$ cat src/include/keynsham_defs.svh
`ifndef KEYNSHAM_DEFS_SVH
`define KEYNSHAM_DEFS_SVH

// upper 20 address bits of each 4 KiB window in the memory map
`define KEYNSHAM_RAM_BASE        20'h00000
`define KEYNSHAM_UART_BASE       20'h80000

// on-chip RAM depth in 32-bit words
`define KEYNSHAM_RAM_WORDS       1024

// clocks per UART bit are kept small so frames are short in simulation
`define KEYNSHAM_UART_DIV        8

// UART register offsets within its window
`define KEYNSHAM_UART_DATA_OFS   12'h000
`define KEYNSHAM_UART_STATUS_OFS 12'h004

`endif

$ cat src/hw/keynsham_pkg.sv
package keynsham_pkg;

  typedef enum logic [1:0] {
    TX_IDLE  = 2'd0,
    TX_START = 2'd1,
    TX_DATA  = 2'd2,
    TX_STOP  = 2'd3
  } uart_tx_state_e;

  typedef enum logic [1:0] {
    RX_IDLE  = 2'd0,
    RX_START = 2'd1,
    RX_DATA  = 2'd2,
    RX_STOP  = 2'd3
  } uart_rx_state_e;

  // result of the data-bus address decode
  typedef enum logic [1:0] {
    REGION_RAM  = 2'd0,
    REGION_UART = 2'd1,
    REGION_NONE = 2'd2
  } bus_region_e;

endpackage

$ cat src/hw/keynsham_uart_tx.sv
`timescale 1ns/10ps
`include "keynsham_defs.svh"

module keynsham_uart_tx (
  input  logic       clk,
  input  logic       i_arst_n,
  input  logic       i_start,
  input  logic [7:0] i_byte,
  output logic       o_busy,
  output logic       o_tx
);
  import keynsham_pkg::*;

  localparam int DIV   = `KEYNSHAM_UART_DIV;
  localparam int CNT_W = $clog2(DIV);

  uart_tx_state_e   state;
  logic [CNT_W-1:0] cnt;
  logic [2:0]       bit_idx;
  logic [7:0]       shift;
  logic             bit_end;

  assign bit_end = (cnt == CNT_W'(DIV - 1));

  always_ff @(posedge clk or negedge i_arst_n) begin
    if (!i_arst_n) begin
      state   <= TX_IDLE;
      cnt     <= '0;
      bit_idx <= '0;
    end else if (state == TX_IDLE) begin
      cnt     <= '0;
      bit_idx <= '0;
      if (i_start) begin
        state <= TX_START;
      end
    end else if (!bit_end) begin
      cnt <= cnt + 1'b1;
    end else begin
      cnt <= '0;
      case (state)
        TX_START: state <= TX_DATA;
        TX_DATA: begin
          bit_idx <= bit_idx + 1'b1;
          if (bit_idx == 3'd7) begin
            state <= TX_STOP;
          end
        end
        default:  state <= TX_IDLE;
      endcase
    end
  end

  // data goes out LSB first
  always_ff @(posedge clk) begin
    if (state == TX_IDLE && i_start) begin
      shift <= i_byte;
    end else if (state == TX_DATA && bit_end) begin
      shift <= {1'b0, shift[7:1]};
    end
  end

  assign o_busy = (state != TX_IDLE);
  assign o_tx   = (state == TX_START) ? 1'b0 : (state == TX_DATA) ? shift[0] : 1'b1;

endmodule

$ cat src/hw/keynsham_uart_rx.sv
`timescale 1ns/10ps
`include "keynsham_defs.svh"

module keynsham_uart_rx (
  input  logic       clk,
  input  logic       i_arst_n,
  input  logic       i_rx,
  input  logic       i_clear,
  output logic       o_valid,
  output logic [7:0] o_byte
);
  import keynsham_pkg::*;

  localparam int DIV   = `KEYNSHAM_UART_DIV;
  localparam int CNT_W = $clog2(DIV);

  uart_rx_state_e   state;
  logic [CNT_W-1:0] cnt;
  logic [2:0]       bit_idx;
  logic [7:0]       shift;
  logic             rx_meta;
  logic             rx_sync;
  logic             mid_start;
  logic             bit_end;
  logic             stop_mid;

  // line comes from another clock domain
  always_ff @(posedge clk or negedge i_arst_n) begin
    if (!i_arst_n) begin
      rx_meta <= 1'b1;
      rx_sync <= 1'b1;
    end else begin
      rx_meta <= i_rx;
      rx_sync <= rx_meta;
    end
  end

  // after the half-bit start check every full period lands mid-bit
  assign mid_start = (state == RX_START) && (cnt == CNT_W'(DIV / 2 - 1));
  assign bit_end   = (cnt == CNT_W'(DIV - 1));
  assign stop_mid  = (state == RX_STOP) && bit_end;

  always_ff @(posedge clk or negedge i_arst_n) begin
    if (!i_arst_n) begin
      state   <= RX_IDLE;
      cnt     <= '0;
      bit_idx <= '0;
    end else begin
      cnt <= cnt + 1'b1;
      case (state)
        RX_IDLE: begin
          cnt     <= '0;
          bit_idx <= '0;
          if (!rx_sync) begin
            state <= RX_START;
          end
        end
        RX_START: begin
          if (mid_start) begin
            cnt   <= '0;
            // a glitch shorter than half a bit is not a start bit
            state <= rx_sync ? RX_IDLE : RX_DATA;
          end
        end
        RX_DATA: begin
          if (bit_end) begin
            cnt     <= '0;
            bit_idx <= bit_idx + 1'b1;
            if (bit_idx == 3'd7) begin
              state <= RX_STOP;
            end
          end
        end
        default: begin
          if (bit_end) begin
            state <= RX_IDLE;
          end
        end
      endcase
    end
  end

  always_ff @(posedge clk) begin
    if (state == RX_DATA && bit_end) begin
      shift <= {rx_sync, shift[7:1]};
    end
    if (stop_mid) begin
      o_byte <= shift;
    end
  end

  // a fresh byte wins over a clear in the same cycle
  always_ff @(posedge clk or negedge i_arst_n) begin
    if (!i_arst_n) begin
      o_valid <= 1'b0;
    end else if (stop_mid) begin
      o_valid <= 1'b1;
    end else if (i_clear) begin
      o_valid <= 1'b0;
    end
  end

endmodule

$ cat src/hw/keynsham_uart.sv
`timescale 1ns/10ps
`include "keynsham_defs.svh"

module keynsham_uart (
  input  logic        clk,
  input  logic        i_arst_n,
  input  logic        i_access,
  input  logic        i_cs,
  input  logic [31:0] i_addr,
  input  logic        i_wr_en,
  input  logic [3:0]  i_bytesel,
  input  logic [31:0] i_wr_val,
  output logic [31:0] o_data,
  output logic        o_ack,
  output logic        o_error,
  input  logic        i_rx,
  output logic        o_tx
);

  logic       sel;
  logic       is_data;
  logic       is_status;
  logic       tx_start;
  logic       tx_busy;
  logic       rx_clear;
  logic       rx_valid;
  logic [7:0] rx_byte;
  logic       refuse;

  assign sel       = i_access && i_cs;
  assign is_data   = (i_addr[11:0] == `KEYNSHAM_UART_DATA_OFS);
  assign is_status = (i_addr[11:0] == `KEYNSHAM_UART_STATUS_OFS);

  // a data write while a frame is going out is refused rather than stalled
  assign refuse   = sel && is_data && i_wr_en && tx_busy;
  assign tx_start = sel && is_data && i_wr_en && i_bytesel[0] && !tx_busy;
  assign rx_clear = sel && is_data && !i_wr_en;

  always_ff @(posedge clk or negedge i_arst_n) begin
    if (!i_arst_n) begin
      o_ack   <= 1'b0;
      o_error <= 1'b0;
    end else begin
      o_ack   <= sel && (is_data || is_status) && !refuse;
      o_error <= sel && ((!is_data && !is_status) || refuse);
    end
  end

  always_ff @(posedge clk) begin
    if (sel) begin
      if (is_status) begin
        o_data <= {30'h0, rx_valid, tx_busy};
      end else begin
        o_data <= {24'h0, rx_byte};
      end
    end
  end

  keynsham_uart_tx tx_i (
    .clk     (clk),
    .i_arst_n(i_arst_n),
    .i_start (tx_start),
    .i_byte  (i_wr_val[7:0]),
    .o_busy  (tx_busy),
    .o_tx    (o_tx)
  );

  keynsham_uart_rx rx_i (
    .clk     (clk),
    .i_arst_n(i_arst_n),
    .i_rx    (i_rx),
    .i_clear (rx_clear),
    .o_valid (rx_valid),
    .o_byte  (rx_byte)
  );

endmodule

$ cat config.mk
export PLATFORM = sky130hd
export DESIGN_NAME = keynsham_uart
export DESIGN_NICKNAME = d
export VERILOG_FILES = /design/src/hw/keynsham_pkg.sv /design/src/hw/keynsham_uart_tx.sv /design/src/hw/keynsham_uart_rx.sv /design/src/hw/keynsham_uart.sv
export VERILOG_INCLUDE_DIRS = /design/src /design/src/include
export SDC_FILE = /design/constraint.sdc
export NUM_CORES = 1
export LEC_CHECK = 0
export ABC_AREA = 0
export BUFFER_PORTS_ARGS = -buffer_cell sky130_fd_sc_hd__buf_2
export CAP_MARGIN = 20
export CORE_UTILIZATION = 30
export CTS_CLUSTER_DIAMETER = 120
export DETAILED_ROUTE_END_ITERATION = 12
export GPL_TIMING_DRIVEN = 0
export PLACE_DENSITY = 0.6
export SYNTH_ARGS = -nofsm -noshare
export SYNTH_HDL_FRONTEND = slang
export SYNTH_SLANG_ARGS = --single-unit
$ cat constraint.sdc
create_clock -name clk -period 2.1 [get_ports clk]
set_clock_uncertainty 0.05 [all_clocks]
set_input_delay 0 -clock clk [delete_from_list [all_inputs] [get_ports clk]]
set_output_delay 0 -clock clk [all_outputs]
set_load 0.01 [all_outputs]
After elaboration in Yosys (flattened, before gate mapping)
Index checks and enable logic that the tools add are counted.
Widths: inputs -> output; s select.

word-level totals
  register bits = 77
  bits of input ports = 74
  output and inout bits = 35
  logic and storage cells = 103

operators by class
  $add $sub $neg = 4
  equal/unequal tests = 17
  muxes and demuxes = 29
  reduce and logical (&&, ||, !) cells = 37

operators by type and width
  operator             number
  $mux 3               8
  $mux 2               11
  $logic_and 1x1->1    16
  $mux 8               2
  $add 3x1->3 const B  4
  $eq 12x3->1 const B  1
  $eq 3x3->1 const B   4
  $logic_not 12->1     1
  $reduce_bool 2->1    6
  $pmux 3 s3           1
  $ne 2x1->1 const B   4
  $eq 2x2->1 const B   3
  $pmux 2 s3           1
  $pmux 3 s2           1
  $logic_not 1->1      5
  $reduce_and 5->1     1
  $eq 2x1->1 const B   2
  $logic_not 2->1      2
  $mux 1               4
  $pmux 2 s2           1
  $reduce_and 2->1     2
  $eq 3x2->1 const B   1
  $ne 3x1->1 const B   1
  $reduce_and 3->1     1
  3 further kinds      4

Logic depth before layout (Yosys ltp)
Gate-level depths: netlist of run 1.

  depth after elaboration = 7
  gate-level depth with buffers = 8
  gate-level depth less buffers = 6

Hierarchy
From an unflattened synthesis of run 1, not the netlist that was laid out.

unflattened totals
  cell total of the unflattened synthesis = 182
  area total of the unflattened synthesis = 2,474.9 µm²

by module, submodules not included
  module            times used  cells an instance  area each (µm²)  sequential area each (µm²)
  keynsham_uart_rx  1           70                 1,051.0          758.2
  keynsham_uart_tx  1           56                 783.3            440.4
  keynsham_uart     1           56                 640.6            290.3

Least setup slack after synthesis of run 1
No wires, ideal clock.

  kind = flip-flop to flip-flop
  from = register tx_i.state[0]
  to = register tx_i.shift[0] (data pin)
  library setup time = 0.260 ns
  data arrival time = 1.734 ns
  required time = 1.790 ns
  path slack = 0.056 ns
  stages on the path, launching flop included = 9
  path buffers = 2
  period minus slack after synthesis = 2.044 ns
  cell sequence = dfrtp_1 -> inv_1 -> ha_1 -> buf_2 -> nand4_1 -> or2_1 -> or2_1 -> buf_6 -> mux2_4

between the ends
  word-level cells in the longest chain between the ends = 5
  elaborated cells between the ends (all ways) = 6
  those cells by class = 1 x mux; 5 x reduce/logical

ends and longest elaborated chain
  element                   line                    source
  start: declaration        keynsham_uart_tx.sv:17  uart_tx_state_e state;
  start signal: assignment  keynsham_uart_tx.sv:27  state <= TX_IDLE;
  start signal: assignment  keynsham_uart_tx.sv:34  state <= TX_START;
  start signal: assignment  keynsham_uart_tx.sv:41  TX_START: state <= TX_DATA;
  $reduce_bool 2->1         keynsham_uart_tx.sv:62  assign o_busy = (state != TX_IDLE);
  $logic_not 1->1           keynsham_uart.sv:36     assign tx_start = sel && is_data && i_wr_en && i_bytesel[0] && !tx_busy;
  $logic_and 1x1->1         keynsham_uart.sv:36
  $logic_and 1x1->1 *       keynsham_uart_tx.sv:55  if (state == TX_IDLE && i_start) begin
  $mux 8 *                  keynsham_uart_tx.sv:55
  end signal: assignment    keynsham_uart_tx.sv:56  shift <= i_byte;
  end signal: assignment    keynsham_uart_tx.sv:58  shift <= {1'b0, shift[7:1]};
  end: declaration          keynsham_uart_tx.sv:20  logic [7:0] shift;

Mark *: on every way between the ends. The rest lies on a longest branch, timed or not.
A chain may end at the register's enable or synchronous reset.

Worst setup path in the final report of run 1
  from = register tx_i.state[1]
  to = register tx_i.shift[6] (data pin)

Same word-level chain as after synthesis.

==> results.json, run 1 <==
{
  "globalRoute.totalOverflow": 0,
  "critPathRequiredTime_ns": 2.11,
  "ys.flop_type": "sky130_fd_sc_hd__edfxtp_1",
  "count_leader_synth": "sky130_fd_sc_hd__edfxtp_1",
  "layout-drive-gt1-share_pct": 33.5,
  "core_region_area_mm2": 0.00785,
  "floorplan.rows": 32,
  "vdd.ir_drop.worst_uv": 248,
  "share_clk_of_total_power_pct": 28.6,
  "critPathMaxFanout": 10,
  "endpoint_of_the_worst_register_to_register_path": "tx_i.shift[6]$_DFFE_PP_",
  "synth_top_area_share_pct": 38.8,
  "crit_path_end_kind": "register",
  "worst_setup_hold_path_clk_slew_ns": 0.09,
  "grt_setup_unrepaired": "no",
  "setup_viol": 0,
  "areaGrowthSynthToFinish_pct": 28.8,
  "grt_pass1_wl_um": 6040,
  "post_synth_instance_area_mm2": 0.00248,
  "deepest_clock_path_buffer_count": 2,
  "startpoint_type": "register",
  "ordered_cell_list_for_the_critical_path": "inv_1, ha_1, buf_6, nand4_1, or2_1, or2_1, buf_6, mux2_4",
  "finalMaxSlewViolations": 0,
  "detailed_place_hpwl_um": 2620,
  "final_core_util_pct": 40.7,
  "seq_power_share_pct": 52.9,
  "synth_area_per_cell_um2": 13.2,
  "drt_pass1_iterations": 4,
  "timing.max_cap.violations": 0,
  "io_buffer_count": 37,
  "timing.critical_path.slowest_cell_delay_ns": 0.39,
  "root_buffer": "sky130_fd_sc_hd__clkbuf_8",
  "ys_top_cells_by_area": "sky130_fd_sc_hd__edfxtp_1 39%, sky130_fd_sc_hd__dfrtp_1 19%, sky130_fd_sc_hd__buf_4 7.3%",
  "largest_net_degree_at_the_start_of_global_routing": 22,
  "grt_antenna_before_repair": 0,
  "power.density_mw_per_mm2": 749,
  "grt_total_usage_pct": 8.99,
  "ff2ff_setup_slack_ns": 0.06,
  "cts-buffers-inserted": 5,
  "critical-path-slowest-cell": "sky130_fd_sc_hd__dfrtp_1",
  "timing.hold.worst.class": "input pin to register",
  "routed-via-count": 1528,
  "synth_async_sr_flop_share_pct": 39.6,
  "grt_pass1_vias": 1394,
  "criticalPathCategory": "register to register",
  "die-area_mm2": 0.00863,
  "drt_iter0_drc": 50,
  "worst_skew_pair.late_latency_ns": 0.30,
  "ant_nets": 0,
  "routed_wl_um": 3640,
  "detail_route.wl_per_cell_um": 9.66,
  "gp_routability_congestion": 0.679,
  "combPwrFrac_pct": 18.5,
  "final-hold-violation-count": 0,
  "design.portCount": 109,
  "worst_ep_arrival_time_ns": 2.05,
  "crit_start": "tx_i.state[1]$_DFFE_PN0P_",
  "cts.htree.levels": 2,
  "worst_setup_path_endpoint": "tx_i.shift[6]$_DFFE_PP_",
  "antenna_cells": 0,
  "initial_standard_cell_utilization_of_the_core_pct": 31.6,
  "switching_share_pct": 25.0,
  "detail_route.drc_violations": 0,
  "flip_flop_and_latch_count_after_synthesis": 53,
  "design.final.nets": 360,
  "synth_edf_count": 32,
  "numClockSinks": 53,
  "critical_path.reg2reg.startpoint": "tx_i.state[1]$_DFFE_PN0P_",
  "top_cell_types_by_occurrence_after_synthesis": "32 x sky130_fd_sc_hd__edfxtp_1, 24 x sky130_fd_sc_hd__buf_4, 19 x sky130_fd_sc_hd__dfrtp_1, 12 x sky130_fd_sc_hd__ha_1",
  "fp.dieW_um": 92.9,
  "hold_ws_ns": 0.0425,
  "cts_tree": "yes",
  "average_vias_per_placed_instance": 4.05,
  "synthesis.instances": 187,
  "outcome": "finished, final reports clean",
  "timing.final.crit_share_pct": 97.0,
  "die_height_um": 92.9,
  "leakagePower_nw": 1.42,
  "min_period_ns": 2.04,
  "p_int_mw": 1.79,
  "seq_area_frac_synth_pct": 60.1,
  "max_freq_mhz": 491,
  "netlist.top_cell.by_area": "sky130_fd_sc_hd__edfxtp_1",
  "yosysWarnings": 0,
  "switching_power_summed_over_all_nets_uw": 598,
  "post_synth_num_cell_types": 37,
  "r2r_cells": 8
}
## stage by stage
step | setup slack [ns] | TNS (ns) | power, mW | area [µm²] | instances
floorplan | 0.0561 | 0 | 1.59 | 2560 | 210
global placement | -0.184 | -2.30 | 1.68 | 2880 | 349
detailed placement | -0.222 | -2.76 | 1.71 | 2880 | 349
CTS | 0.0251 | 0 | 2.44 | 3180 | 375
global route | 0.0117 | 0 | 2.55 | 3190 | 377
finish | 0.0633 | 0 | 2.39 | 3190 | 377
## cell type report
class	instances	area [µm²]
Multi-Input combinational cell	121	843
Clock buffer	5	68.8
Fill cell	761	4660
Timing Repair Buffer	57	375
Sequential cell	53	1490
Buffer	28	210
Inverter	8	30.0
Tap cell	102	128
Clock inverter	3	46.3
## metal layers
layer	global-route usage (%)	wire, µm	up-vias
met1	10.5	1650	696
met2	15.3	1710	48
met3	2.05	205	7
met4	4.62	77	0
li1	-	-	777
met5	0	0	-
## kinds of logic (layout without fill, tap and decap cells)
kind of cell             Yosys count  after routing  share of synthesized area [%]
AO/OA/AOI/OAI                     16             16                           4.44
AND/OR/NAND/NOR                   58             58                           13.9
buffers and inverters             36            101                           9.44
adder cells (fa/ha/maj)           12             12                           6.06
other                              1             24                          0.151
flip-flops                        53             53                           60.1
XOR/XNOR                           1              1                          0.354
multiplexers                      10             10                           5.51
## layout by cell type (no fill, tap or decap), types with 2 or more instances in the layout
| cell type | synthesis | layout |
|---|---|---|
| sky130_fd_sc_hd__o21ai_0 | 5 | 5 |
| sky130_fd_sc_hd__a21oi_1 | 5 | 5 |
| sky130_fd_sc_hd__nor2_1 | 11 | 11 |
| sky130_fd_sc_hd__ha_1 | 12 | 12 |
| sky130_fd_sc_hd__and2_1 | 9 | 9 |
| sky130_fd_sc_hd__conb_1 | 1 | 24 |
| sky130_fd_sc_hd__buf_6 | 1 | 2 |
| sky130_fd_sc_hd__clkbuf_8 | 0 | 5 |
| sky130_fd_sc_hd__inv_1 | 8 | 7 |
| sky130_fd_sc_hd__nor3_1 | 3 | 3 |
| sky130_fd_sc_hd__nand4_1 | 2 | 2 |
| sky130_fd_sc_hd__a22o_1 | 3 | 3 |
| sky130_fd_sc_hd__nand3_1 | 2 | 2 |
| sky130_fd_sc_hd__or2_1 | 2 | 2 |
| sky130_fd_sc_hd__edfxtp_1 | 32 | 32 |
| sky130_fd_sc_hd__buf_4 | 24 | 28 |
| sky130_fd_sc_hd__buf_2 | 1 | 37 |
| sky130_fd_sc_hd__nand2_1 | 11 | 10 |
| sky130_fd_sc_hd__nor4_4 | 2 | 2 |
| sky130_fd_sc_hd__dlygate4sd3_1 | 0 | 16 |
| sky130_fd_sc_hd__mux2_4 | 7 | 7 |
| sky130_fd_sc_hd__clkbuf_1 | 2 | 2 |
| sky130_fd_sc_hd__nand2b_1 | 3 | 3 |
| sky130_fd_sc_hd__dfstp_2 | 2 | 2 |
| sky130_fd_sc_hd__mux2i_1 | 2 | 2 |
| sky130_fd_sc_hd__nor2b_1 | 6 | 6 |
| sky130_fd_sc_hd__dfrtp_1 | 19 | 19 |
## power groups by stage
stage	combinational (mW)	clock (mW)	sequential, mW
6_report	0.443	0.683	1.26
3_5_place_dp	0.418	0	1.29
4_1_cts	0.452	0.720	1.27
5_1_grt	0.518	0.751	1.28
2_1_floorplan	0.312	0	1.28
3_3_place_gp	0.401	0	1.28
## registers in the layout (all words and copies together) (netlist names)
signal        cells
tx_i.bit_idx      3
rx_i.state        2
tx_i.cnt          3
rx_i.cnt          3
rx_i.shift        8
o_error           1
rx_i.o_byte       8
o_ack             1
tx_i.shift        8
rx_i.bit_idx      3
rx_i.o_valid      1
tx_i.state        2
o_data            8
rx_i.rx_sync      1
rx_i.rx_meta      1
## repair_timing
action / in CTS / in global routing
buffers inserted: 2 / 2
resized for setup: 4 / 0
pin swaps: 0 / 1
endpoints found under the setup margin: 15 / 15
hold buffers: 16 / 0
endpoints found under the hold margin: 33 / 0
cloned: 0 / 0
## worst min-delay path by stage
| stage | startpoint | end | slack (ns) | cells past startpoint |
|---|---|---|---|---|
| global placement | i_arst_n | tx_i.state[0]$_DFFE_PN0P_ | -0.06 | 1 |
| CTS | i_addr[4] | o_error$_DFF_PN0_ | 0.03 | 5 |
| detailed placement | i_arst_n | o_ack$_DFF_PN0_ | -0.05 | 1 |
| finish | i_addr[4] | o_error$_DFF_PN0_ | 0.04 | 5 |
| floorplan | i_arst_n | o_ack$_DFF_PN0_ | -0.35 | 0 |
| global route | i_addr[5] | tx_i.state[1]$_DFFE_PN0P_ | 0.06 | 5 |
## worst max-delay path: cells and delay by family, from the launching register on
family	cells	cell delay (ns)
muxes	1	0.30
buffers and inverters	3	0.34
adders and majority gates	1	0.15
and+or+nand+nor	3	0.56
DFF	1	0.39
Power figures use the tool's default switching activity.
==> inputs of run 2 (changes only) <==
==> constraint.sdc (replaced) <==
create_clock -name clk -period 2.1 [get_ports clk]
set_clock_uncertainty 0.05 [all_clocks]
set_input_delay 0.21 -clock clk [delete_from_list [all_inputs] [get_ports clk]]
set_output_delay 0.21 -clock clk [all_outputs]
set_load 0.01 [all_outputs]
==> run 2 against run 1 <==
Net effect:
- maximum frequency shrank 0.90%
- combinational power shrank 7.0%
- non-clock buffer count shrank 13
- cell count shrank 3.4%
- flip-flop and latch count is the same
- critical path depth is the same
- die area is the same
- hold slack gained 0.070 ns
- largest cell class unchanged
==> results.json, run 2 (synthesis gave the netlist of run 1 again) <==
{
  "multiInputGateArea_um2": 846,
  "total_power_mw": 2.36,
  "p_int_mw": 1.77,
  "globalRoute.totalOverflow": 0,
  "finalMaxSlewViolations": 0,
  "sequential_cell_area_mm2": 0.00149,
  "timing.max_cap.violations": 0,
  "dpl_cell_area_mm2": 0.00288,
  "grt_total_usage_pct": 8.62,
  "design.final.nets": 347,
  "detailed_place_hpwl_um": 2620,
  "setup_viol": 0,
  "criticalPathCategory": "register to register",
  "initial_standard_cell_utilization_of_the_core_pct": 31.6,
  "critPathMaxFanout": 10,
  "fillers": 768,
  "leakagePower_nw": 1.37,
  "worst_setup_hold_path_clk_slew_ns": 0.10,
  "min_period_ns": 2.06,
  "average_vias_per_placed_instance": 4.04,
  "place.detailed.instances": 349,
  "routed-via-count": 1472,
  "final_sum_of_negative_setup_slack_ns": 0,
  "timing.hold.worst.class": "input pin to register",
  "crit_path_end_kind": "register",
  "routed_wl_um": 3520,
  "critPathRequiredTime_ns": 2.11,
  "final_cell_area_mm2": 0.00306,
  "die_height_um": 92.9,
  "switching_power_summed_over_all_nets_uw": 596,
  "root_buffer": "sky130_fd_sc_hd__clkbuf_8",
  "share_clk_of_total_power_pct": 29.0,
  "postLayoutSetupSlackWorst_ns": 0.0449,
  "worst_ep_arrival_time_ns": 2.07,
  "timing.final.crit_share_pct": 97.9,
  "ant_nets": 0,
  "design.portCount": 109,
  "hold_ws_ns": 0.113,
  "detail_route.wl_per_cell_um": 9.66,
  "max_freq_mhz": 487,
  "core_region_area_mm2": 0.00785,
  "drt_pass1_iterations": 4,
  "cts.htree.levels": 2,
  "numClockSinks": 53,
  "outcome": "finished, final reports clean",
  "worst_skew_pair.late_latency_ns": 0.30,
  "deepest_clock_path_buffer_count": 2,
  "areaGrowthSynthToFinish_pct": 23.5,
  "cts-buffers-inserted": 5,
  "final-hold-violation-count": 0,
  "switching_share_pct": 25.2,
  "combPwrFrac_pct": 17.5,
  "detail_route.drc_violations": 0,
  "antenna_cells": 0,
  "grt_pass1_wl_um": 5780,
  "floorplan.rows": 32,
  "gp_routability_congestion": 0.679,
  "final_cell_mix": "37 x sky130_fd_sc_hd__buf_2, 32 x sky130_fd_sc_hd__edfxtp_1, 29 x sky130_fd_sc_hd__buf_4, 24 x sky130_fd_sc_hd__conb_1, 19 x sky130_fd_sc_hd__dfrtp_1",
  "io_buffer_count": 37,
  "mostFrequentLayoutCell": "sky130_fd_sc_hd__buf_2",
  "vdd.ir_drop.worst_uv": 248,
  "layout-drive-gt1-share_pct": 35.9,
  "drt_iter0_drc": 48,
  "dp_slack_ns": -0.222,
  "seq_power_share_pct": 53.5,
  "post_route_insts_no_fill": 364,
  "power.density_mw_per_mm2": 772,
  "cts_tree": "yes",
  "grt_pass1_vias": 1326,
  "die-area_mm2": 0.00863,
  "grt_setup_unrepaired": "yes",
  "fp.dieW_um": 92.9,
  "final_core_util_pct": 39.0,
  "largest_net_degree_at_the_start_of_global_routing": 22,
  "grt_antenna_before_repair": 0,
  "startpoint_type": "register"
}
-- run 2: cell count changes in the layout (fill, tap and decap cells not counted), sizes merged --
cell         delta
buf             +1
dlygate4sd3    -14
-- run 2: what timing repair did --
action,CTS,global route
buffers inserted,2,3
hold buffers,2,0
setup endpoints to repair,15,15
resized for setup,4,1
hold endpoints to repair,20,0
-- run 2: routing by layer --
layer  global-route usage (%)  share of wire [%]  vias to the layer above
met2                     14.5                 47                       46
met5                        0                  0                        -
met3                     2.05                5.8                        7
li1                         -                  -                      751
met1                     10.1                 45                      668
met4                     4.62                2.2                        0
-- run 2: power groups by stage --
stage / logic (mW) / clock network (mW) / registers (mW)
final: 0.412 / 0.685 / 1.26
after global routing: 0.486 / 0.751 / 1.28
after floorplan: 0.312 / 0 / 1.28
after detailed placement: 0.418 / 0 / 1.29
after CTS: 0.421 / 0.720 / 1.27
after global placement: 0.401 / 0 / 1.28
-- run 2: cell type report --
cell class              count  area share [%]
plain buffers              28            6.87
flip-flops and latches     53            48.7
multi-input cells         121            27.6
repair buffers             44            7.93
clock buffers               5            2.25
inverters                   8           0.981
clock inverters             3            1.51
well taps                 102            4.17
-- run 2: final timing paths --
path / from / endpoint / slack [ns] / depth (start not counted)
setup / recovery: tx_i.state[1]$_DFFE_PN0P_ / tx_i.shift[6]$_DFFE_PP_ / 0.04 / 8
hold / removal: i_wr_en / rx_i.o_valid$_DFFE_PN0P_ / 0.11 / 3
setup reg to reg: tx_i.state[1]$_DFFE_PN0P_ / tx_i.shift[6]$_DFFE_PP_ / 0.04 / 8
hold reg to reg: rx_i.rx_meta$_DFF_PN1_ / rx_i.rx_sync$_DFF_PN1_ / 0.31 / 0
max in group asynchronous: i_arst_n / rx_i.rx_sync$_DFF_PN1_ / 1.30 / 2
min in group asynchronous: i_arst_n / tx_i.state[0]$_DFFE_PN0P_ / 0.35 / 2
-- run 2: critical path: stages (launching register included) --
cell                      delay (ns)
sky130_fd_sc_hd__dfrtp_1        0.39
sky130_fd_sc_hd__inv_1          0.08
sky130_fd_sc_hd__ha_2           0.17
sky130_fd_sc_hd__buf_6          0.09
sky130_fd_sc_hd__nand4_1        0.11
sky130_fd_sc_hd__or2_1          0.24
sky130_fd_sc_hd__or2_1          0.22
sky130_fd_sc_hd__buf_6          0.16
sky130_fd_sc_hd__mux2_4         0.30
